File: src/la_pkg.sv
////////////////////////////////////////////////////////////
// shared types of the logic analyzer capture path
// widths below are the defaults, module parameters must agree
// single 8-bit sample lane, all structs are packed
////////////////////////////////////////////////////////////

package la_pkg;

  // default widths, matching the top level parameters
  localparam int unsigned DW  = 8;
  localparam int unsigned CW  = 32;
  localparam int unsigned DCW = 17;
  localparam int unsigned TN  = 4;
  localparam int unsigned TW  = 64;

  typedef logic [DW-1:0] la_data_t;

  ////////////////////////////////////////////////////////////
  // stream beats
  ////////////////////////////////////////////////////////////

  typedef struct packed {
    la_data_t data;
    logic     last;
  } la_smp_t;

  // count is zero in bypass mode
  typedef struct packed {
    logic [7:0] count;
    la_data_t   data;
    logic       last;
  } la_rle_t;

  ////////////////////////////////////////////////////////////
  // register bus
  ////////////////////////////////////////////////////////////

  typedef struct packed {
    logic        wen;
    logic        ren;
    logic [6:0]  addr;
    logic [31:0] wdata;
  } la_bus_req_t;

  typedef struct packed {
    logic [31:0] rdata;
    logic        ack;
  } la_bus_rsp_t;

  // register map, byte offsets
  typedef enum logic [6:0] {
    reg_ctl        = 7'h00,
    reg_mode       = 7'h04,
    reg_trg_sel    = 7'h08,
    reg_pre        = 7'h10,
    reg_pst        = 7'h14,
    reg_sts_pre    = 7'h18,
    reg_sts_pst    = 7'h1c,
    reg_cts_acq_lo = 7'h20,
    reg_cts_acq_hi = 7'h24,
    reg_cts_trg_lo = 7'h28,
    reg_cts_trg_hi = 7'h2c,
    reg_cts_stp_lo = 7'h30,
    reg_cts_stp_hi = 7'h34,
    reg_cmp_msk    = 7'h40,
    reg_cmp_val    = 7'h44,
    reg_edg_pos    = 7'h48,
    reg_edg_neg    = 7'h4c,
    reg_dec        = 7'h50,
    reg_rle        = 7'h54
  } la_reg_e;

  typedef enum logic [1:0] {
    acq_idle,
    acq_pre,
    acq_armed,
    acq_post
  } la_acq_state_e;

  ////////////////////////////////////////////////////////////
  // configuration, control pulses, status
  ////////////////////////////////////////////////////////////

  typedef struct packed {
    logic           con;
    logic           aut;
    logic [TN-1:0]  trg;
    logic [CW-1:0]  pre;
    logic [CW-1:0]  pst;
    la_data_t       cmp_msk;
    la_data_t       cmp_val;
    la_data_t       edg_pos;
    la_data_t       edg_neg;
    logic [DCW-1:0] dec;
    logic           rle;
  } la_cfg_t;

  // one cycle pulses from a ctl write
  typedef struct packed {
    logic rst;
    logic acq;
    logic stp;
    logic swt;
  } la_ctl_t;

  typedef struct packed {
    logic          acq;
    logic          trg;
    logic [CW-1:0] sts_pre;
    logic [CW-1:0] sts_pst;
    logic [TW-1:0] cts_acq;
    logic [TW-1:0] cts_trg;
    logic [TW-1:0] cts_stp;
  } la_sts_t;

endpackage

File: src/la_regs.sv
////////////////////////////////////////////////////////////
// register bank on the strobe bus
// ack one cycle after wen or ren, no error response
// rdata holds the register value seen at the request
// unmapped offsets, 0x58 and 0x5c included, read zero
////////////////////////////////////////////////////////////

module la_regs #(
  parameter int unsigned CW  = 32,
  parameter int unsigned DCW = 17,
  parameter int unsigned TN  = 4,
  parameter int unsigned TW  = 64
) (
  input  logic                bus,
  input  logic                reset,
  input  la_pkg::la_bus_req_t req,
  input  la_pkg::la_sts_t     sts,
  output la_pkg::la_bus_rsp_t rsp,
  output la_pkg::la_cfg_t     cfg,
  output la_pkg::la_ctl_t     ctl
);

  logic        wr_ctl;
  logic [31:0] rd_data;

  assign wr_ctl = req.wen && (req.addr == la_pkg::reg_ctl);

  ////////////////////////////////////////////////////////////
  // write decode
  ////////////////////////////////////////////////////////////

  always_ff @(posedge bus) begin
    if (reset) begin
      cfg <= '0;
    end else if (req.wen) begin
      case (req.addr)
        la_pkg::reg_mode: begin
          cfg.con <= req.wdata[0];
          cfg.aut <= req.wdata[1];
        end
        la_pkg::reg_trg_sel: cfg.trg     <= req.wdata[TN-1:0];
        la_pkg::reg_pre:     cfg.pre     <= req.wdata[CW-1:0];
        la_pkg::reg_pst:     cfg.pst     <= req.wdata[CW-1:0];
        la_pkg::reg_cmp_msk: cfg.cmp_msk <= req.wdata[la_pkg::DW-1:0];
        la_pkg::reg_cmp_val: cfg.cmp_val <= req.wdata[la_pkg::DW-1:0];
        la_pkg::reg_edg_pos: cfg.edg_pos <= req.wdata[la_pkg::DW-1:0];
        la_pkg::reg_edg_neg: cfg.edg_neg <= req.wdata[la_pkg::DW-1:0];
        la_pkg::reg_dec:     cfg.dec     <= req.wdata[DCW-1:0];
        la_pkg::reg_rle:     cfg.rle     <= req.wdata[0];
        default: ;
      endcase
    end
  end

  // ctl bits become pulses, aligned with ack
  always_ff @(posedge bus) begin
    if (reset) begin
      ctl <= '0;
    end else begin
      ctl.rst <= wr_ctl && req.wdata[0];
      ctl.swt <= wr_ctl && req.wdata[1];
      ctl.acq <= wr_ctl && req.wdata[2];
      ctl.stp <= wr_ctl && req.wdata[3];
    end
  end

  ////////////////////////////////////////////////////////////
  // read mux
  ////////////////////////////////////////////////////////////

  always_comb begin
    case (req.addr)
      // status view of ctl
      la_pkg::reg_ctl:        rd_data = {28'd0, ~sts.acq, sts.acq, sts.trg, 1'b0};
      la_pkg::reg_mode:       rd_data = {30'd0, cfg.aut, cfg.con};
      la_pkg::reg_trg_sel:    rd_data = 32'(cfg.trg);
      la_pkg::reg_pre:        rd_data = 32'(cfg.pre);
      la_pkg::reg_pst:        rd_data = 32'(cfg.pst);
      la_pkg::reg_sts_pre:    rd_data = 32'(sts.sts_pre[CW-1:0]);
      la_pkg::reg_sts_pst:    rd_data = 32'(sts.sts_pst[CW-1:0]);
      // timestamps as low/high halves
      la_pkg::reg_cts_acq_lo: rd_data = sts.cts_acq[31:0];
      la_pkg::reg_cts_acq_hi: rd_data = 32'(sts.cts_acq[TW-1:32]);
      la_pkg::reg_cts_trg_lo: rd_data = sts.cts_trg[31:0];
      la_pkg::reg_cts_trg_hi: rd_data = 32'(sts.cts_trg[TW-1:32]);
      la_pkg::reg_cts_stp_lo: rd_data = sts.cts_stp[31:0];
      la_pkg::reg_cts_stp_hi: rd_data = 32'(sts.cts_stp[TW-1:32]);
      // trigger detector setup
      la_pkg::reg_cmp_msk:    rd_data = 32'(cfg.cmp_msk);
      la_pkg::reg_cmp_val:    rd_data = 32'(cfg.cmp_val);
      la_pkg::reg_edg_pos:    rd_data = 32'(cfg.edg_pos);
      la_pkg::reg_edg_neg:    rd_data = 32'(cfg.edg_neg);
      la_pkg::reg_dec:        rd_data = 32'(cfg.dec);
      la_pkg::reg_rle:        rd_data = {31'd0, cfg.rle};
      default:                rd_data = '0;
    endcase
  end

  // response, rdata only loads on reads
  always_ff @(posedge bus) begin
    if (req.ren) begin
      rsp.rdata <= rd_data;
    end
    if (reset) begin
      rsp.ack <= 1'b0;
    end else begin
      rsp.ack <= req.wen || req.ren;
    end
  end

endmodule

File: src/str_dec.sv
////////////////////////////////////////////////////////////
// stream decimator, forwards one beat in every dec+1
// combinational path, dropped beats are still acked
////////////////////////////////////////////////////////////

module str_dec #(
  parameter int unsigned DCW = 17
) (
  input  logic            bus,
  input  logic            reset,
  input  logic            clr,
  input  logic [DCW-1:0]  dec,
  input  la_pkg::la_smp_t in,
  input  logic            in_valid,
  output logic            in_ready,
  output la_pkg::la_smp_t out,
  output logic            out_valid,
  input  logic            out_ready
);

  // beats left to drop before the next pass
  logic [DCW-1:0] cnt;
  logic           pass;

  assign pass = (cnt == '0);

  assign out       = in;
  assign out_valid = in_valid && pass;
  // dropping never waits on the sink
  assign in_ready  = pass ? out_ready : 1'b1;

  always_ff @(posedge bus) begin
    if (reset || clr) begin
      cnt <= '0;
    end else if (in_valid && pass && out_ready) begin
      // forwarded beat, reload
      cnt <= dec;
    end else if (in_valid && !pass) begin
      cnt <= cnt - DCW'(1);
    end
  end

endmodule

File: src/la_trigger.sv
////////////////////////////////////////////////////////////
// comparator and edge trigger on a monitored stream link
// trg_out pulses one cycle after a matching transfer
// first sample after clr is compared against zero history
////////////////////////////////////////////////////////////

module la_trigger (
  input  logic            bus,
  input  logic            reset,
  input  logic            clr,
  input  la_pkg::la_cfg_t cfg,
  input  la_pkg::la_smp_t smp,
  input  logic            smp_valid,
  input  logic            smp_ready,
  output logic            trg_out
);

  // previous sample and output pulse in one register
  struct packed {
    la_pkg::la_data_t prv;
    logic             trg;
  } hst;

  logic             xfer;
  la_pkg::la_data_t rise;
  la_pkg::la_data_t fall;
  logic             cmp_hit;
  logic             edg_ena;
  logic             edg_hit;

  assign xfer = smp_valid && smp_ready;

  // per bit edges against the last transfer
  assign rise = ~hst.prv & smp.data;
  assign fall = hst.prv & ~smp.data;

  assign cmp_hit = ((smp.data ^ cfg.cmp_val) & cfg.cmp_msk) == '0;
  // no edge bits selected means comparator only
  assign edg_ena = |(cfg.edg_pos | cfg.edg_neg);
  assign edg_hit = |(rise & cfg.edg_pos) || |(fall & cfg.edg_neg);

  always_ff @(posedge bus) begin
    if (reset || clr) begin
      hst <= '0;
    end else begin
      hst.trg <= xfer && cmp_hit && (!edg_ena || edg_hit);
      if (xfer) begin
        hst.prv <= smp.data;
      end
    end
  end

  assign trg_out = hst.trg;

endmodule

File: src/la_acq.sv
////////////////////////////////////////////////////////////
// acquisition FSM with pre/post counters and timestamps
// beats pass combinationally outside idle, idle drops them
// trigger sources are swt, trg_out and trg_ext, bit 0 upward
////////////////////////////////////////////////////////////

module la_acq #(
  parameter int unsigned CW = 32,
  parameter int unsigned TN = 4,
  parameter int unsigned TW = 64
) (
  input  logic            bus,
  input  logic            reset,
  input  la_pkg::la_ctl_t ctl,
  input  la_pkg::la_cfg_t cfg,
  input  logic [TW-1:0]   cts,
  input  logic            trg_out,
  input  logic [TN-3:0]   trg_ext,
  input  la_pkg::la_smp_t in,
  input  logic            in_valid,
  output logic            in_ready,
  output la_pkg::la_smp_t out,
  output logic            out_valid,
  input  logic            out_ready,
  output la_pkg::la_sts_t sts,
  output logic            irq_trg,
  output logic            irq_stp
);

  la_pkg::la_acq_state_e state;

  logic [TN-1:0] trg_vec;
  logic          trg_hit;
  logic          fwd;
  logic          pst_lst;
  logic          pst_end;
  logic          go_acq;
  logic          go_trg;
  logic          go_stp;
  logic [CW-1:0] cnt_pre;
  logic [CW-1:0] cnt_pst;
  logic          trg_seen;
  logic [TW-1:0] ts_acq;
  logic [TW-1:0] ts_trg;
  logic [TW-1:0] ts_stp;

  assign trg_vec = {trg_ext, trg_out, ctl.swt};
  assign trg_hit = |(trg_vec & cfg.trg);

  ////////////////////////////////////////////////////////////
  // stream pass-through
  ////////////////////////////////////////////////////////////

  assign out_valid = (state != la_pkg::acq_idle) && in_valid;
  assign in_ready  = (state == la_pkg::acq_idle) || out_ready;
  assign fwd       = out_valid && out_ready;

  // last does not depend on ready, keeps the beat stable
  assign pst_lst = (state == la_pkg::acq_post) && !cfg.con &&
                   ((cnt_pst + CW'(1)) == cfg.pst);
  assign pst_end = fwd && pst_lst;

  assign out = '{data: in.data, last: pst_lst};

  // state events, stp wins over everything but rst
  assign go_acq = ctl.acq && !ctl.stp && (state == la_pkg::acq_idle);
  assign go_trg = !ctl.stp && (state == la_pkg::acq_armed) && (trg_hit || cfg.aut);
  assign go_stp = (ctl.stp && (state != la_pkg::acq_idle)) || pst_end;

  ////////////////////////////////////////////////////////////
  // FSM and counters
  ////////////////////////////////////////////////////////////

  always_ff @(posedge bus) begin
    if (reset || ctl.rst) begin
      state    <= la_pkg::acq_idle;
      cnt_pre  <= '0;
      cnt_pst  <= '0;
      trg_seen <= 1'b0;
      irq_trg  <= 1'b0;
      irq_stp  <= 1'b0;
    end else begin
      irq_trg <= go_trg;
      irq_stp <= go_stp;
      if (go_stp) begin
        state <= la_pkg::acq_idle;
        // a beat leaving in the closing cycle still counts
        if ((state == la_pkg::acq_post) && fwd) begin
          cnt_pst <= cnt_pst + CW'(1);
        end
      end else if (go_acq) begin
        state    <= la_pkg::acq_pre;
        cnt_pre  <= '0;
        cnt_pst  <= '0;
        trg_seen <= 1'b0;
      end else if (go_trg) begin
        state    <= la_pkg::acq_post;
        trg_seen <= 1'b1;
      end else if (state == la_pkg::acq_pre) begin
        // count stops once the pre length is met
        if (cnt_pre == cfg.pre) begin
          state <= la_pkg::acq_armed;
        end else if (fwd && (cnt_pre != '1)) begin
          cnt_pre <= cnt_pre + CW'(1);
        end
      end else if ((state == la_pkg::acq_post) && fwd) begin
        cnt_pst <= cnt_pst + CW'(1);
      end
    end
  end

  // event timestamps
  always_ff @(posedge bus) begin
    if (go_acq) begin
      ts_acq <= cts;
    end
    if (go_trg) begin
      ts_trg <= cts;
    end
    if (go_stp) begin
      ts_stp <= cts;
    end
  end

  assign sts = '{
    acq:     (state != la_pkg::acq_idle),
    trg:     trg_seen,
    sts_pre: cnt_pre,
    sts_pst: cnt_pst,
    cts_acq: ts_acq,
    cts_trg: ts_trg,
    cts_stp: ts_stp
  };

endmodule

File: src/la_rle.sv
////////////////////////////////////////////////////////////
// run-length encoder with a single output register
// ena low is bypass, count zero and one cycle of latency
// runs close on a value change, at 255, or on last
////////////////////////////////////////////////////////////

module la_rle (
  input  logic            bus,
  input  logic            reset,
  input  logic            clr,
  input  logic            ena,
  input  la_pkg::la_smp_t in,
  input  logic            in_valid,
  output logic            in_ready,
  output la_pkg::la_rle_t out,
  output logic            out_valid,
  input  logic            out_ready
);

  logic             out_free;
  logic             chg;
  logic             hold;
  logic             acc;
  logic             flush;
  // open run
  logic [7:0]       run_cnt;
  la_pkg::la_data_t run_dat;
  logic             run_vld;

  assign out_free = !out_valid || out_ready;
  assign chg      = run_vld && (in.data != run_dat);
  // a last beat with a new value waits one cycle for the old run to leave
  assign hold     = ena && chg && in.last;
  assign in_ready = out_free && !(in_valid && hold);
  assign acc      = in_valid && in_ready;
  assign flush    = in_valid && out_free && hold;

  always_ff @(posedge bus) begin
    if (reset || clr) begin
      out_valid <= 1'b0;
      run_vld   <= 1'b0;
    end else begin
      if (out_ready) begin
        out_valid <= 1'b0;
      end
      if (flush) begin
        out       <= '{count: run_cnt, data: run_dat, last: 1'b0};
        out_valid <= 1'b1;
        run_vld   <= 1'b0;
      end else if (acc && !ena) begin
        // bypass
        out       <= '{count: 8'd0, data: in.data, last: in.last};
        out_valid <= 1'b1;
      end else if (acc && chg) begin
        // value changed, old run out, new run opens
        out       <= '{count: run_cnt, data: run_dat, last: 1'b0};
        out_valid <= 1'b1;
        run_cnt   <= 8'd1;
        run_dat   <= in.data;
      end else if (acc && !run_vld) begin
        if (in.last) begin
          out       <= '{count: 8'd1, data: in.data, last: 1'b1};
          out_valid <= 1'b1;
        end else begin
          run_vld <= 1'b1;
          run_cnt <= 8'd1;
          run_dat <= in.data;
        end
      end else if (acc) begin
        // same value, closes at 255 or on last
        if (in.last || (run_cnt == 8'd254)) begin
          out       <= '{count: run_cnt + 8'd1, data: run_dat, last: in.last};
          out_valid <= 1'b1;
          run_vld   <= 1'b0;
        end else begin
          run_cnt <= run_cnt + 8'd1;
        end
      end
    end
  end

endmodule

File: src/la_top.sv
////////////////////////////////////////////////////////////
// logic analyzer capture path, one clock and one reset
// input -> decimator -> acquisition -> encoder -> output
// parameters must agree with the la_pkg defaults
////////////////////////////////////////////////////////////

module la_top #(
  parameter int unsigned CW  = 32,
  parameter int unsigned DCW = 17,
  parameter int unsigned TN  = 4,
  parameter int unsigned TW  = 64
) (
  input  logic                bus,
  input  logic                reset,
  input  la_pkg::la_bus_req_t req,
  output la_pkg::la_bus_rsp_t rsp,
  input  logic [TW-1:0]       cts,
  input  logic [TN-3:0]       trg_ext,
  input  la_pkg::la_smp_t     in,
  input  logic                in_valid,
  output logic                in_ready,
  output la_pkg::la_rle_t     out,
  output logic                out_valid,
  input  logic                out_ready,
  output logic                trg_out,
  output logic                irq_trg,
  output logic                irq_stp
);

  la_pkg::la_cfg_t cfg;
  la_pkg::la_ctl_t ctl;
  la_pkg::la_sts_t sts;

  // decimator to acquisition, watched by the trigger
  la_pkg::la_smp_t dec_smp;
  logic            dec_valid;
  logic            dec_ready;

  // acquisition to encoder
  la_pkg::la_smp_t acq_smp;
  logic            acq_valid;
  logic            acq_ready;

  la_regs #(.CW(CW), .DCW(DCW), .TN(TN), .TW(TW)) u_regs (
    .bus(bus), .reset(reset), .req(req), .sts(sts),
    .rsp(rsp), .cfg(cfg), .ctl(ctl)
  );

  // decimation phase restarts with each acquisition
  str_dec #(.DCW(DCW)) u_dec (
    .bus(bus), .reset(reset), .clr(ctl.rst || ctl.acq), .dec(cfg.dec),
    .in(in), .in_valid(in_valid), .in_ready(in_ready),
    .out(dec_smp), .out_valid(dec_valid), .out_ready(dec_ready)
  );

  la_trigger u_trigger (
    .bus(bus), .reset(reset), .clr(ctl.rst), .cfg(cfg),
    .smp(dec_smp), .smp_valid(dec_valid), .smp_ready(dec_ready),
    .trg_out(trg_out)
  );

  la_acq #(.CW(CW), .TN(TN), .TW(TW)) u_acq (
    .bus(bus), .reset(reset), .ctl(ctl), .cfg(cfg), .cts(cts),
    .trg_out(trg_out), .trg_ext(trg_ext),
    .in(dec_smp), .in_valid(dec_valid), .in_ready(dec_ready),
    .out(acq_smp), .out_valid(acq_valid), .out_ready(acq_ready),
    .sts(sts), .irq_trg(irq_trg), .irq_stp(irq_stp)
  );

  la_rle u_rle (
    .bus(bus), .reset(reset), .clr(ctl.rst), .ena(cfg.rle),
    .in(acq_smp), .in_valid(acq_valid), .in_ready(acq_ready),
    .out(out), .out_valid(out_valid), .out_ready(out_ready)
  );

endmodule

File: config.mk
export PLATFORM = sky130hd
export DESIGN_NAME = la_top
export DESIGN_NICKNAME = d
export VERILOG_FILES = /design/src/la_pkg.sv /design/src/la_regs.sv /design/src/str_dec.sv /design/src/la_trigger.sv /design/src/la_acq.sv /design/src/la_rle.sv /design/src/la_top.sv
export SDC_FILE = /design/constraint.sdc
export NUM_CORES = 1
export LEC_CHECK = 0
export BUFFER_PORTS_ARGS = -buffer_cell sky130_fd_sc_hd__buf_2
export CELL_PAD_IN_SITES_DETAIL_PLACEMENT = 1
export CELL_PAD_IN_SITES_GLOBAL_PLACEMENT = 1
export CORE_UTILIZATION = 48
export CTS_CLUSTER_DIAMETER = 50
export CTS_CLUSTER_SIZE = 25
export DETAILED_ROUTE_END_ITERATION = 12
export HOLD_SLACK_MARGIN = 0.06
export PLACE_DENSITY_LB_ADDON = 0.1
export SYNTH_ARGS = -nofsm -noshare
export SYNTH_HDL_FRONTEND = slang
export SYNTH_HIERARCHICAL = 1
export SYNTH_SLANG_ARGS = --single-unit
File: constraint.sdc
create_clock -name bus -period 6.9 [get_ports bus]
set_input_delay 0.69 -clock bus [delete_from_list [all_inputs] [get_ports bus]]
set_output_delay 0.69 -clock bus [all_outputs]
set_load 0.01 [all_outputs]
* After elaboration in Yosys (flattened, before gate mapping)
Cells that the tools add are included. Widths: inputs -> output; s select.
Operators by class: multiply operators 0, muxes and demuxes 46, $lt $le $gt $ge 0, divide/modulo/power cells 0, eq/ne operators 35, $add $sub $neg 4, reduce and logical (&&, ||, !) cells 96, shift-type cells 0, bitwise gates (word level) 16
Operator list (count):
- $pmux 32 s19 | 1
- $mux 32 | 10
- $mux 17 | 9
- $add 32x1->32 const B | 2
- $eq 32x32->1 | 2
- $mux 8 | 7
- $eq 7x6->1 const B | 6
- $eq 7x7->1 const B | 6
- $and 8x8->8 | 5
- $logic_and 1x1->1 | 32
- $ne 32x32->1 const B | 1
- $eq 7x5->1 const B | 4
- $reduce_and 2->1 | 14
- $reduce_or 8->1 | 3
- $reduce_bool 2->1 | 10
- $logic_not 17->1 | 1
- $sub 17x1->17 const B | 1
- $mux 1 | 16
- $not 8->8 | 2
- $reduce_and 5->1 | 3
- $logic_or 1x1->1 | 11
- $reduce_bool 5->1 | 2
- $reduce_bool 3->1 | 3
- $add 8x1->8 const B | 1
- other kinds (25) | 45
Word-level totals: logic and storage cells 234, register bits 479, bits in read-only memories 0, latch bits 0, input bits 120, memory bits (writable) 0, memories 0

* Depth between registers and ports, before layout
Gate-level depths: netlist of the first run.
depth in word-level cells 14, mapped depth 21, depth with buffers taken out 19

* Cells and area by module
The synthesis of the first run kept the hierarchy.
By module, submodules not included:
- la_acq | times used 1, sequential area each 7146.9 um^2, area an instance 10928.0 um^2, cells each 871
- la_regs | times used 1, sequential area each 3463.3 um^2, area an instance 8555.7 um^2, cells each 1065
- la_rle | times used 1, sequential area each 1031.0 um^2, area an instance 1762.9 um^2, cells each 162
- str_dec | times used 1, sequential area each 340.3 um^2, area an instance 1291.2 um^2, cells each 168
- la_trigger | times used 1, sequential area each 180.2 um^2, area an instance 606.8 um^2, cells each 83
- la_top | times used 1, sequential area each 0.0 um^2, area an instance 6.3 um^2, cells each 1

* Least setup slack after synthesis of the first run
No wires, ideal clock.
path kind flip-flop to output port, start point register u_acq.cnt_pst[0], end point output in_ready, arrival time 4119 ps, stages on the path, launching flop included 16, path slack 2091 ps, cells stage by stage dfxtp_1 -> ha_1 -> nand3_1 -> nor4_1 -> nand4_1 -> xor2_1 -> a2111oi_0 -> nand4_1 -> nor3_1 -> buf_4 -> nand2_1 -> nor3_1 -> nor2_1 -> or2_2 -> clkbuf_1 -> or4_1
On the way: word-level cells in the longest chain between the ends 9
Ends and longest elaborated chain:
- start: declaration | line la_acq.sv:41 | logic [CW-1:0] cnt_pst;
- start signal: assignment | line la_acq.sv:89 | cnt_pst <= cnt_pst + CW'(1);
- start signal: assignment | line la_acq.sv:107 | cnt_pst <= cnt_pst + CW'(1);
- $add 32x1->32 | line la_acq.sv:60 | ((cnt_pst + CW'(1)) == cfg.pst);
- $eq 32x32->1 | line la_acq.sv:60
- $logic_and 1x1->1 | line la_acq.sv:59 | assign pst_lst = (state == la_pkg::acq_post) && !cfg.con &&
- named net u_acq.pst_lst | line la_acq.sv:35 | logic pst_lst;
- $logic_and 1x1->1 | line la_rle.sv:33 | assign hold = ena && chg && in.last;
- $logic_and 1x1->1 | line la_rle.sv:34 | assign in_ready = out_free && !(in_valid && hold);
- $logic_not 1->1 | line la_rle.sv:34
- $logic_and 1x1->1 | line la_rle.sv:34
- named net acq_ready | line la_top.sv:42 | logic acq_ready;
- $logic_or 1x1->1 | line la_acq.sv:55 | assign in_ready = (state == la_pkg::acq_idle) || out_ready;
- named net dec_ready | line la_top.sv:37 | logic dec_ready;
- $mux 1 | line str_dec.sv:30 | assign in_ready = pass ? out_ready : 1'b1;
- end: declaration | line la_top.sv:21 | output logic in_ready,
The timed path passes the listed nets, and every way through them passes these cells.

==> flow_summary.toml, run 1 <==
[power_and_ir_drop]
p_comb_share_pct = 11.2
power_frac_seq_pct = 45.4
ir_worst_vdd_v = 0.000215
power_density_normalized_to_cell_area_mw_per_mm2 = 262
sw_frac_of_total_pct = 28.7
clock_power_share_pct = 43.4
power_switching_w = 0.00197
cellInternalPower_w = 0.00491
cellLeakagePower_nw = 9.23

[route]
antenna_violating_nets_post_route = 0
drc = 0
wirelength_microns = 94600
dr.first_iter.drc_count = 2560
drt-wirelength-per-cell_microns = 30.4
via_to_cell_ratio = 6.63
firstDrtPassIters = 8
vias = 20600

[clock_network]
clock_path_buffers = 3
clock_network_latency_to_the_later_pin_of_the_worst_skew_pair_ns = 0.63
worst_setup_hold_path_clk_slew_ns = 0.08
cts.root.buffer_cell = "sky130_fd_sc_hd__clkbuf_16"
htree_num_levels = 2
num_cts_buffers = 50
clock_tree_from_tritoncts = "yes"
post-cts-setup-buffer-count = 0
clock_sinks = 479

[floorplan]
fp-row-count = 80
floorplan.die.height_microns = 222
die_width_microns = 222
design.portCount = 175
initial_core_util_pct = 48.6
full_die_area_sq_mm = 0.0491
core_region_area_sq_mm = 0.0476

[yosys]
syn_nets = 2475
yosys_warn_count = 6
netlist_area_sq_mm = 0.0231
syn-instance-count = 2349
syn_avg_cell_area_sq_um = 9.85

[setup_path]
worstPathRequired_ns = 6.21
worst_setup_path_start_kind = "flop"
crit_arrival_ns = 5.91
critPathKind = "reg2out"
worst-path-max-fanout = 11
cp-end-kind = "output port"

[global_routing]
antenna_found_initial = 0
grt_met3_usage_pct = 6.97
globalRoute.totalOverflow = 0
grt_max_degree = 74
globalRouteTotalUtil_pct = 38.0
grt-busiest-layer = "met2"
grt.met2_usage_pct = 60.1
via_count_of_the_first_global_routing_pass = 20800
grt_first_pass_wirelength_microns = 138000
groute.layer.met1.usage_pct = 49.1

[sta]
worst_pin_slew_ns = 1.22
final_worst_path_setup_slack_ns = 0.304
setup-violations-final = 0
max_freq_mhz = 152
timing.final.hold_violations = 0
finalWorstPathRequiredPeriod_ns = 6.60
final_setup_skew_ns = 0.0391
report.final.slew_viol_count = 0
worst_slew_margin_rel_pct = 18.4
period_share_pct = 95.6
unrepaired_setup_endpoints_after_global_routing = "no"
setup_tns_ns = 0

[flow_run]
timing.max_cap.violations = 0

[placement]
place.gp.congestion = 0.939
place_ws_ns = 0.970
area_after_dpl_sq_mm = 0.0244
dp.final_hpwl_microns = 66700
portBuffers = 173
place.detailed.instances = 3021

[hold_path]
hp-class = "in2reg"

[layout]
fill_cells = 5257
layout.area.seq_sq_mm = 0.0122
layout.cells.non_filler = 3115
area_of_combinational_cells_with_multiple_inputs_sq_mm = 0.0102
antennaDiodeCount = 0
post_route_cells_drive_above_1_share_pct = 15.7
synthToLayoutAreaGrowth_pct = 13.4
fin_nets = 2584
layout.cell_area.non_filler_sq_mm = 0.0262

[status]
run_status = "finished, final reports clean"
==> placed cells by master, fill, tap and decap left out, types with 43 or more instances in the layout <==
master and n:
sky130_fd_sc_hd__a21oi_1 196, sky130_fd_sc_hd__edfxtp_1 257, sky130_fd_sc_hd__nand3_1 109, sky130_fd_sc_hd__o21ai_0 59
sky130_fd_sc_hd__xnor2_1 43, sky130_fd_sc_hd__buf_4 51, sky130_fd_sc_hd__dfxtp_1 222, sky130_fd_sc_hd__mux2i_1 57
sky130_fd_sc_hd__nand4_1 49, sky130_fd_sc_hd__clkbuf_16 53, sky130_fd_sc_hd__a22oi_1 67, sky130_fd_sc_hd__nand2_1 382
sky130_fd_sc_hd__xor2_1 91, sky130_fd_sc_hd__buf_2 172, sky130_fd_sc_hd__nor2_1 151
==> worst max-delay path, stage by stage (launching register included) <==
cell and delay [ns]:
sky130_fd_sc_hd__dfxtp_1 0.61, sky130_fd_sc_hd__and4_1 0.48, sky130_fd_sc_hd__nand2_1 0.30, sky130_fd_sc_hd__nor2_1 0.30, sky130_fd_sc_hd__mux2i_1 0.34, sky130_fd_sc_hd__nand3_1 0.11
sky130_fd_sc_hd__a2111oi_0 0.43, sky130_fd_sc_hd__nand4_1 0.20, sky130_fd_sc_hd__nor3_2 0.61, sky130_fd_sc_hd__nand2_1 0.13, sky130_fd_sc_hd__nor3_1 0.33, sky130_fd_sc_hd__nor2_1 0.29
sky130_fd_sc_hd__or2_2 0.40, sky130_fd_sc_hd__or4_1 0.58, sky130_fd_sc_hd__buf_2 0.17
==> timing repair <==
action                                  in CTS  in global routing
endpoints found under the setup margin       0                  1
hold buffers                                 0                  0
gates resized for setup                      0                  1
==> registers in the layout (all words and copies together), names as in the netlist, 2 cells and up <==
signal	flops
u_rle/run_dat	8
u_regs/cfg	120
u_regs/ctl	4
u_dec/cnt	17
u_acq/cnt_pre	32
u_regs/rsp	33
u_rle/run_cnt	8
u_trigger/hst	8
u_acq/state	2
u_acq/ts_stp	64
u_acq/ts_trg	64
u_acq/ts_acq	64
u_rle/out	17
u_acq/cnt_pst	32
==> power by group through the flow <==
| stage | Combinational, W | Sequential [W] | Clock [W] |
|---|---|---|---|
| final | 0.000768 | 0.00313 | 0.00299 |
| after global routing | 0.000825 | 0.00313 | 0.00312 |
| after CTS | 0.000754 | 0.00312 | 0.00302 |
| after detailed placement | 0.000747 | 0.00319 | 0 |
| after global placement | 0.000733 | 0.00318 | 0 |
| after floorplan | 0.000492 | 0.00317 | 0 |
==> stage by stage <==
stage                     hold WS, ns  util [%]  total power [W]
after detailed placement        0.454      51.2          0.00393
final                           0.256      55.1          0.00688
after floorplan                 0.435         -          0.00366
after CTS                       0.236      55.1          0.00690
after global placement          0.449      51.2          0.00392
after global routing            0.239      55.1          0.00708
==> routing by layer <==
| layer | vias to the layer above | wire (microns) |
|---|---|---|
| met5 | - | 0 |
| met4 | 0 | 6150 |
| met1 | 10300 | 37200 |
| met2 | 1146 | 42900 |
| met3 | 298 | 8410 |
| li1 | 8871 | - |
==> final timing paths <==
path / start / to / slack, ns / cells after the start
worst max-delay path: u_acq/cnt_pst[2] / in_ready / 0.30 / 14
worst min-delay path: cts[27] / u_acq/ts_acq[27] / 0.26 / 1
worst max register to register: u_acq/cnt_pst[0] / u_acq/ts_stp[44] / 1.07 / 16
worst min register to register: u_dec/cnt[16] / u_dec/cnt[16] / 0.46 / 2
==> area by class of cell <==
class                           count  area share, %
Sequential cell                   479           46.3
Multi-Input combinational cell   1683           38.7
Timing Repair Buffer              223           4.74
Clock buffer                       56           5.10
Clock inverter                     38           1.86
Tap cell                          615           2.93
Inverter                           21          0.305
No activity file was read; power rests on OpenSTA's default activity.
==> run 2, diff against run 1 <==
CELL_PAD_IN_SITES_DETAIL_PLACEMENT = default   (was 1)
CELL_PAD_IN_SITES_GLOBAL_PLACEMENT = default   (was 1)
CORE_UTILIZATION = 63   (was 48)
CTS_BUF_LIST = sky130_fd_sc_hd__clkbuf_2 sky130_fd_sc_hd__clkbuf_4 sky130_fd_sc_hd__clkbuf_8   (was default)
PLACE_DENSITY = 0.83   (was default)
PLACE_DENSITY_LB_ADDON = default   (was 0.1)
SKIP_LAST_GASP = 1   (was default)
==> run 2 against run 1 <==
Via count increased by 0.68%. Setup slack improved by 0.13 ns. Clock skew decreased by 0.0066 ns. First-iteration DRC count increased by 27%. Largest cell class unchanged. Highest routed layer is now met5.
==> flow_summary.toml, run 2 (synthesized netlist as in run 1, its figures left out) <==
[global_routing]
globalRoute.totalOverflow = 0
antenna_found_initial = 2
grt_max_degree = 76
globalRouteTotalUtil_pct = 43.4
grt_first_pass_wirelength_microns = 121000
via_count_of_the_first_global_routing_pass = 19300

[layout]
layout.cell_area.non_filler_sq_mm = 0.0252
layout_commonest_cell = "sky130_fd_sc_hd__nand2_1"
synthToLayoutAreaGrowth_pct = 8.75
max_reg_flops = 120
post-route-util_pct = 70.2
largest-register = "u_regs/cfg"
fill_cells = 2697
layout.cells.most_common_list = "sky130_fd_sc_hd__nand2_1, sky130_fd_sc_hd__edfxtp_1, sky130_fd_sc_hd__dfxtp_1"
post_route_cells_drive_above_1_share_pct = 15.1
fin_nets = 2568

[route]
dr.first_iter.drc_count = 3249
wirelength_microns = 82900
drt-wirelength-per-cell_microns = 28.2
antenna_violating_nets_post_route = 0
firstDrtPassIters = 8
drc = 0
via_to_cell_ratio = 7.07
vias = 20800

[power_and_ir_drop]
cellLeakagePower_nw = 8.81
power_density_normalized_to_cell_area_mw_per_mm2 = 231
ir_worst_vdd_v = 0.000242

[placement]
portBuffers = 173
dp.final_hpwl_microns = 57200
place.gp.congestion = 1.03
area_after_dpl_sq_mm = 0.0242

[floorplan]
initial_core_util_pct = 64.6
core_region_area_sq_mm = 0.0358
die_width_microns = 194
floorplan.die.height_microns = 194
full_die_area_sq_mm = 0.0375
design.portCount = 175
fp-row-count = 69

[sta]
setup-violations-final = 0
period_share_pct = 93.6
worst_pin_slew_ns = 1.25
whs_ns = 0.207
worst_slew_margin_rel_pct = 16.6
finalWorstPathRequiredPeriod_ns = 6.46
max_freq_mhz = 155
final_setup_skew_ns = 0.0325
unrepaired_setup_endpoints_after_global_routing = "no"
report.final.slew_viol_count = 0
timing.final.hold_violations = 0
setup_tns_ns = 0

[clock_network]
clock_sinks = 479
clock_tree_from_tritoncts = "yes"
htree_num_levels = 2
cts_hold_repair.buffers = 0
cts.root.buffer_cell = "sky130_fd_sc_hd__clkbuf_8"
clock_network_latency_to_the_later_pin_of_the_worst_skew_pair_ns = 0.69
clock_path_buffers = 3
num_cts_buffers = 42
worst_setup_hold_path_clk_slew_ns = 0.10

[hold_path]
hp-class = "in2reg"

[setup_path]
crit_buf_inv = 1
cpPeakStageDelay_ns = 0.75
worst_setup_path_start_kind = "flop"
critical-path-slowest-cell = "sky130_fd_sc_hd__dfxtp_1"
cp-end-kind = "output port"
timing.critical_path.cells = "nand4_1 -> nor2_1 -> and3_1 -> mux2_2 -> a211oi_1 -> nand4_1 -> nor3_2 -> nand2_1 -> nor3_1 -> nor2_1 -> or2_2 -> or4_1 -> buf_2"
crit_family = "simple AND/OR/NAND/NOR gates"
critPathKind = "reg2out"
worstPathRequired_ns = 6.21
worst-path-max-fanout = 8
crit_arrival_ns = 5.77

[flow_run]
timing.max_cap.violations = 0

[status]
run_status = "finished, final reports clean"
[run 2: changes by cell type in the layout (fill, tap and decap cells not counted), moves of 3 or more]
cell | previous run | this run
sky130_fd_sc_hd__clkbuf_16 | 53 | 0
sky130_fd_sc_hd__clkbuf_8 | 0 | 47
sky130_fd_sc_hd__buf_4 | 51 | 43
sky130_fd_sc_hd__clkinv_8 | 7 | 2
sky130_fd_sc_hd__clkbuf_1 | 3 | 0
sky130_fd_sc_hd__inv_8 | 8 | 5
[run 2: cell type report]
type | instances | area, sq um | area share [%]
clock buffers | 47 | 647 | 2.57
repair buffers | 215 | 1180 | 4.70
clock inverters | 31 | 358 | 1.42
diodes | 2 | 5.00 | 0.0199
inverters | 21 | 78.8 | 0.313
flip-flops and latches | 479 | 12200 | 48.3
well taps | 461 | 577 | 2.29
multi-input cells | 1683 | 10200 | 40.4
[run 2: what timing repair did]
action	in CTS	in global routing
gates resized for setup	0	1
setup endpoints to repair	0	1
setup buffers	0	0
[run 2: where the power goes]
| part | switching, W | internal, W | total [W] | leakage, nW |
|---|---|---|---|---|
| Sequential | 0.0000701 | 0.00305 | 0.00312 | 4.14 |
| Clock | 0.00115 | 0.000788 | 0.00193 | 0.509 |
| Combinational | 0.000506 | 0.000250 | 0.000756 | 4.17 |
| Total | 0.00172 | 0.00409 | 0.00581 | 8.81 |
[run 2: per-layer routing]
layer / wire, microns / track usage [%] / up-vias
met1: 29500 / 56.9 / 9770
met2: 35600 / 64.7 / 1776
li1: - / - / 8824
met3: 11500 / 10.4 / 408
met4: 6430 / 28.5 / 2
met5: 10 / 0 / -
[run 2: worst paths after layout]
kind                     startpoint                end  slack, ns  depth (start not counted)
setup / recovery  u_acq/cnt_pst[13]           in_ready       0.44                         13
hold / removal               cts[9]    u_acq/ts_stp[9]       0.21                          1
setup reg to reg   u_acq/cnt_pst[0]  u_acq/cnt_pre[22]       1.19                         17
hold reg to reg       u_dec/cnt[16]      u_dec/cnt[16]       0.46                          2
[run 2: worst register-to-register path: stages, from the launching register on]
cell and delay [ns]:
sky130_fd_sc_hd__dfxtp_1 0.49, sky130_fd_sc_hd__ha_1 0.35, sky130_fd_sc_hd__nand3_1 0.27, sky130_fd_sc_hd__nor4_1 0.69, sky130_fd_sc_hd__nand3_1 0.18, sky130_fd_sc_hd__xor2_1 0.17, sky130_fd_sc_hd__nor2_1 0.20, sky130_fd_sc_hd__nor2_1 0.09
sky130_fd_sc_hd__o2111ai_1 0.12, sky130_fd_sc_hd__nor3_2 0.15, sky130_fd_sc_hd__nand2_1 0.08, sky130_fd_sc_hd__nor3_1 0.06, sky130_fd_sc_hd__nor2_1 0.56, sky130_fd_sc_hd__nand4b_1 0.30, sky130_fd_sc_hd__nor3_2 0.97, sky130_fd_sc_hd__nand2_1 0.31
sky130_fd_sc_hd__or4_1 0.46, sky130_fd_sc_hd__a31oi_1 0.18
[run 2: through the flow]
step	instances	power, W	worst slack (ns)
2_1_floorplan	2349	0.00366	2.09
3_3_place_gp	2859	0.00388	1.19
3_5_place_dp	2859	0.00390	1.18
4_1_cts	2937	0.00577	0.435
5_1_grt	2937	0.00597	0.145
6_report	2939	0.00581	0.439
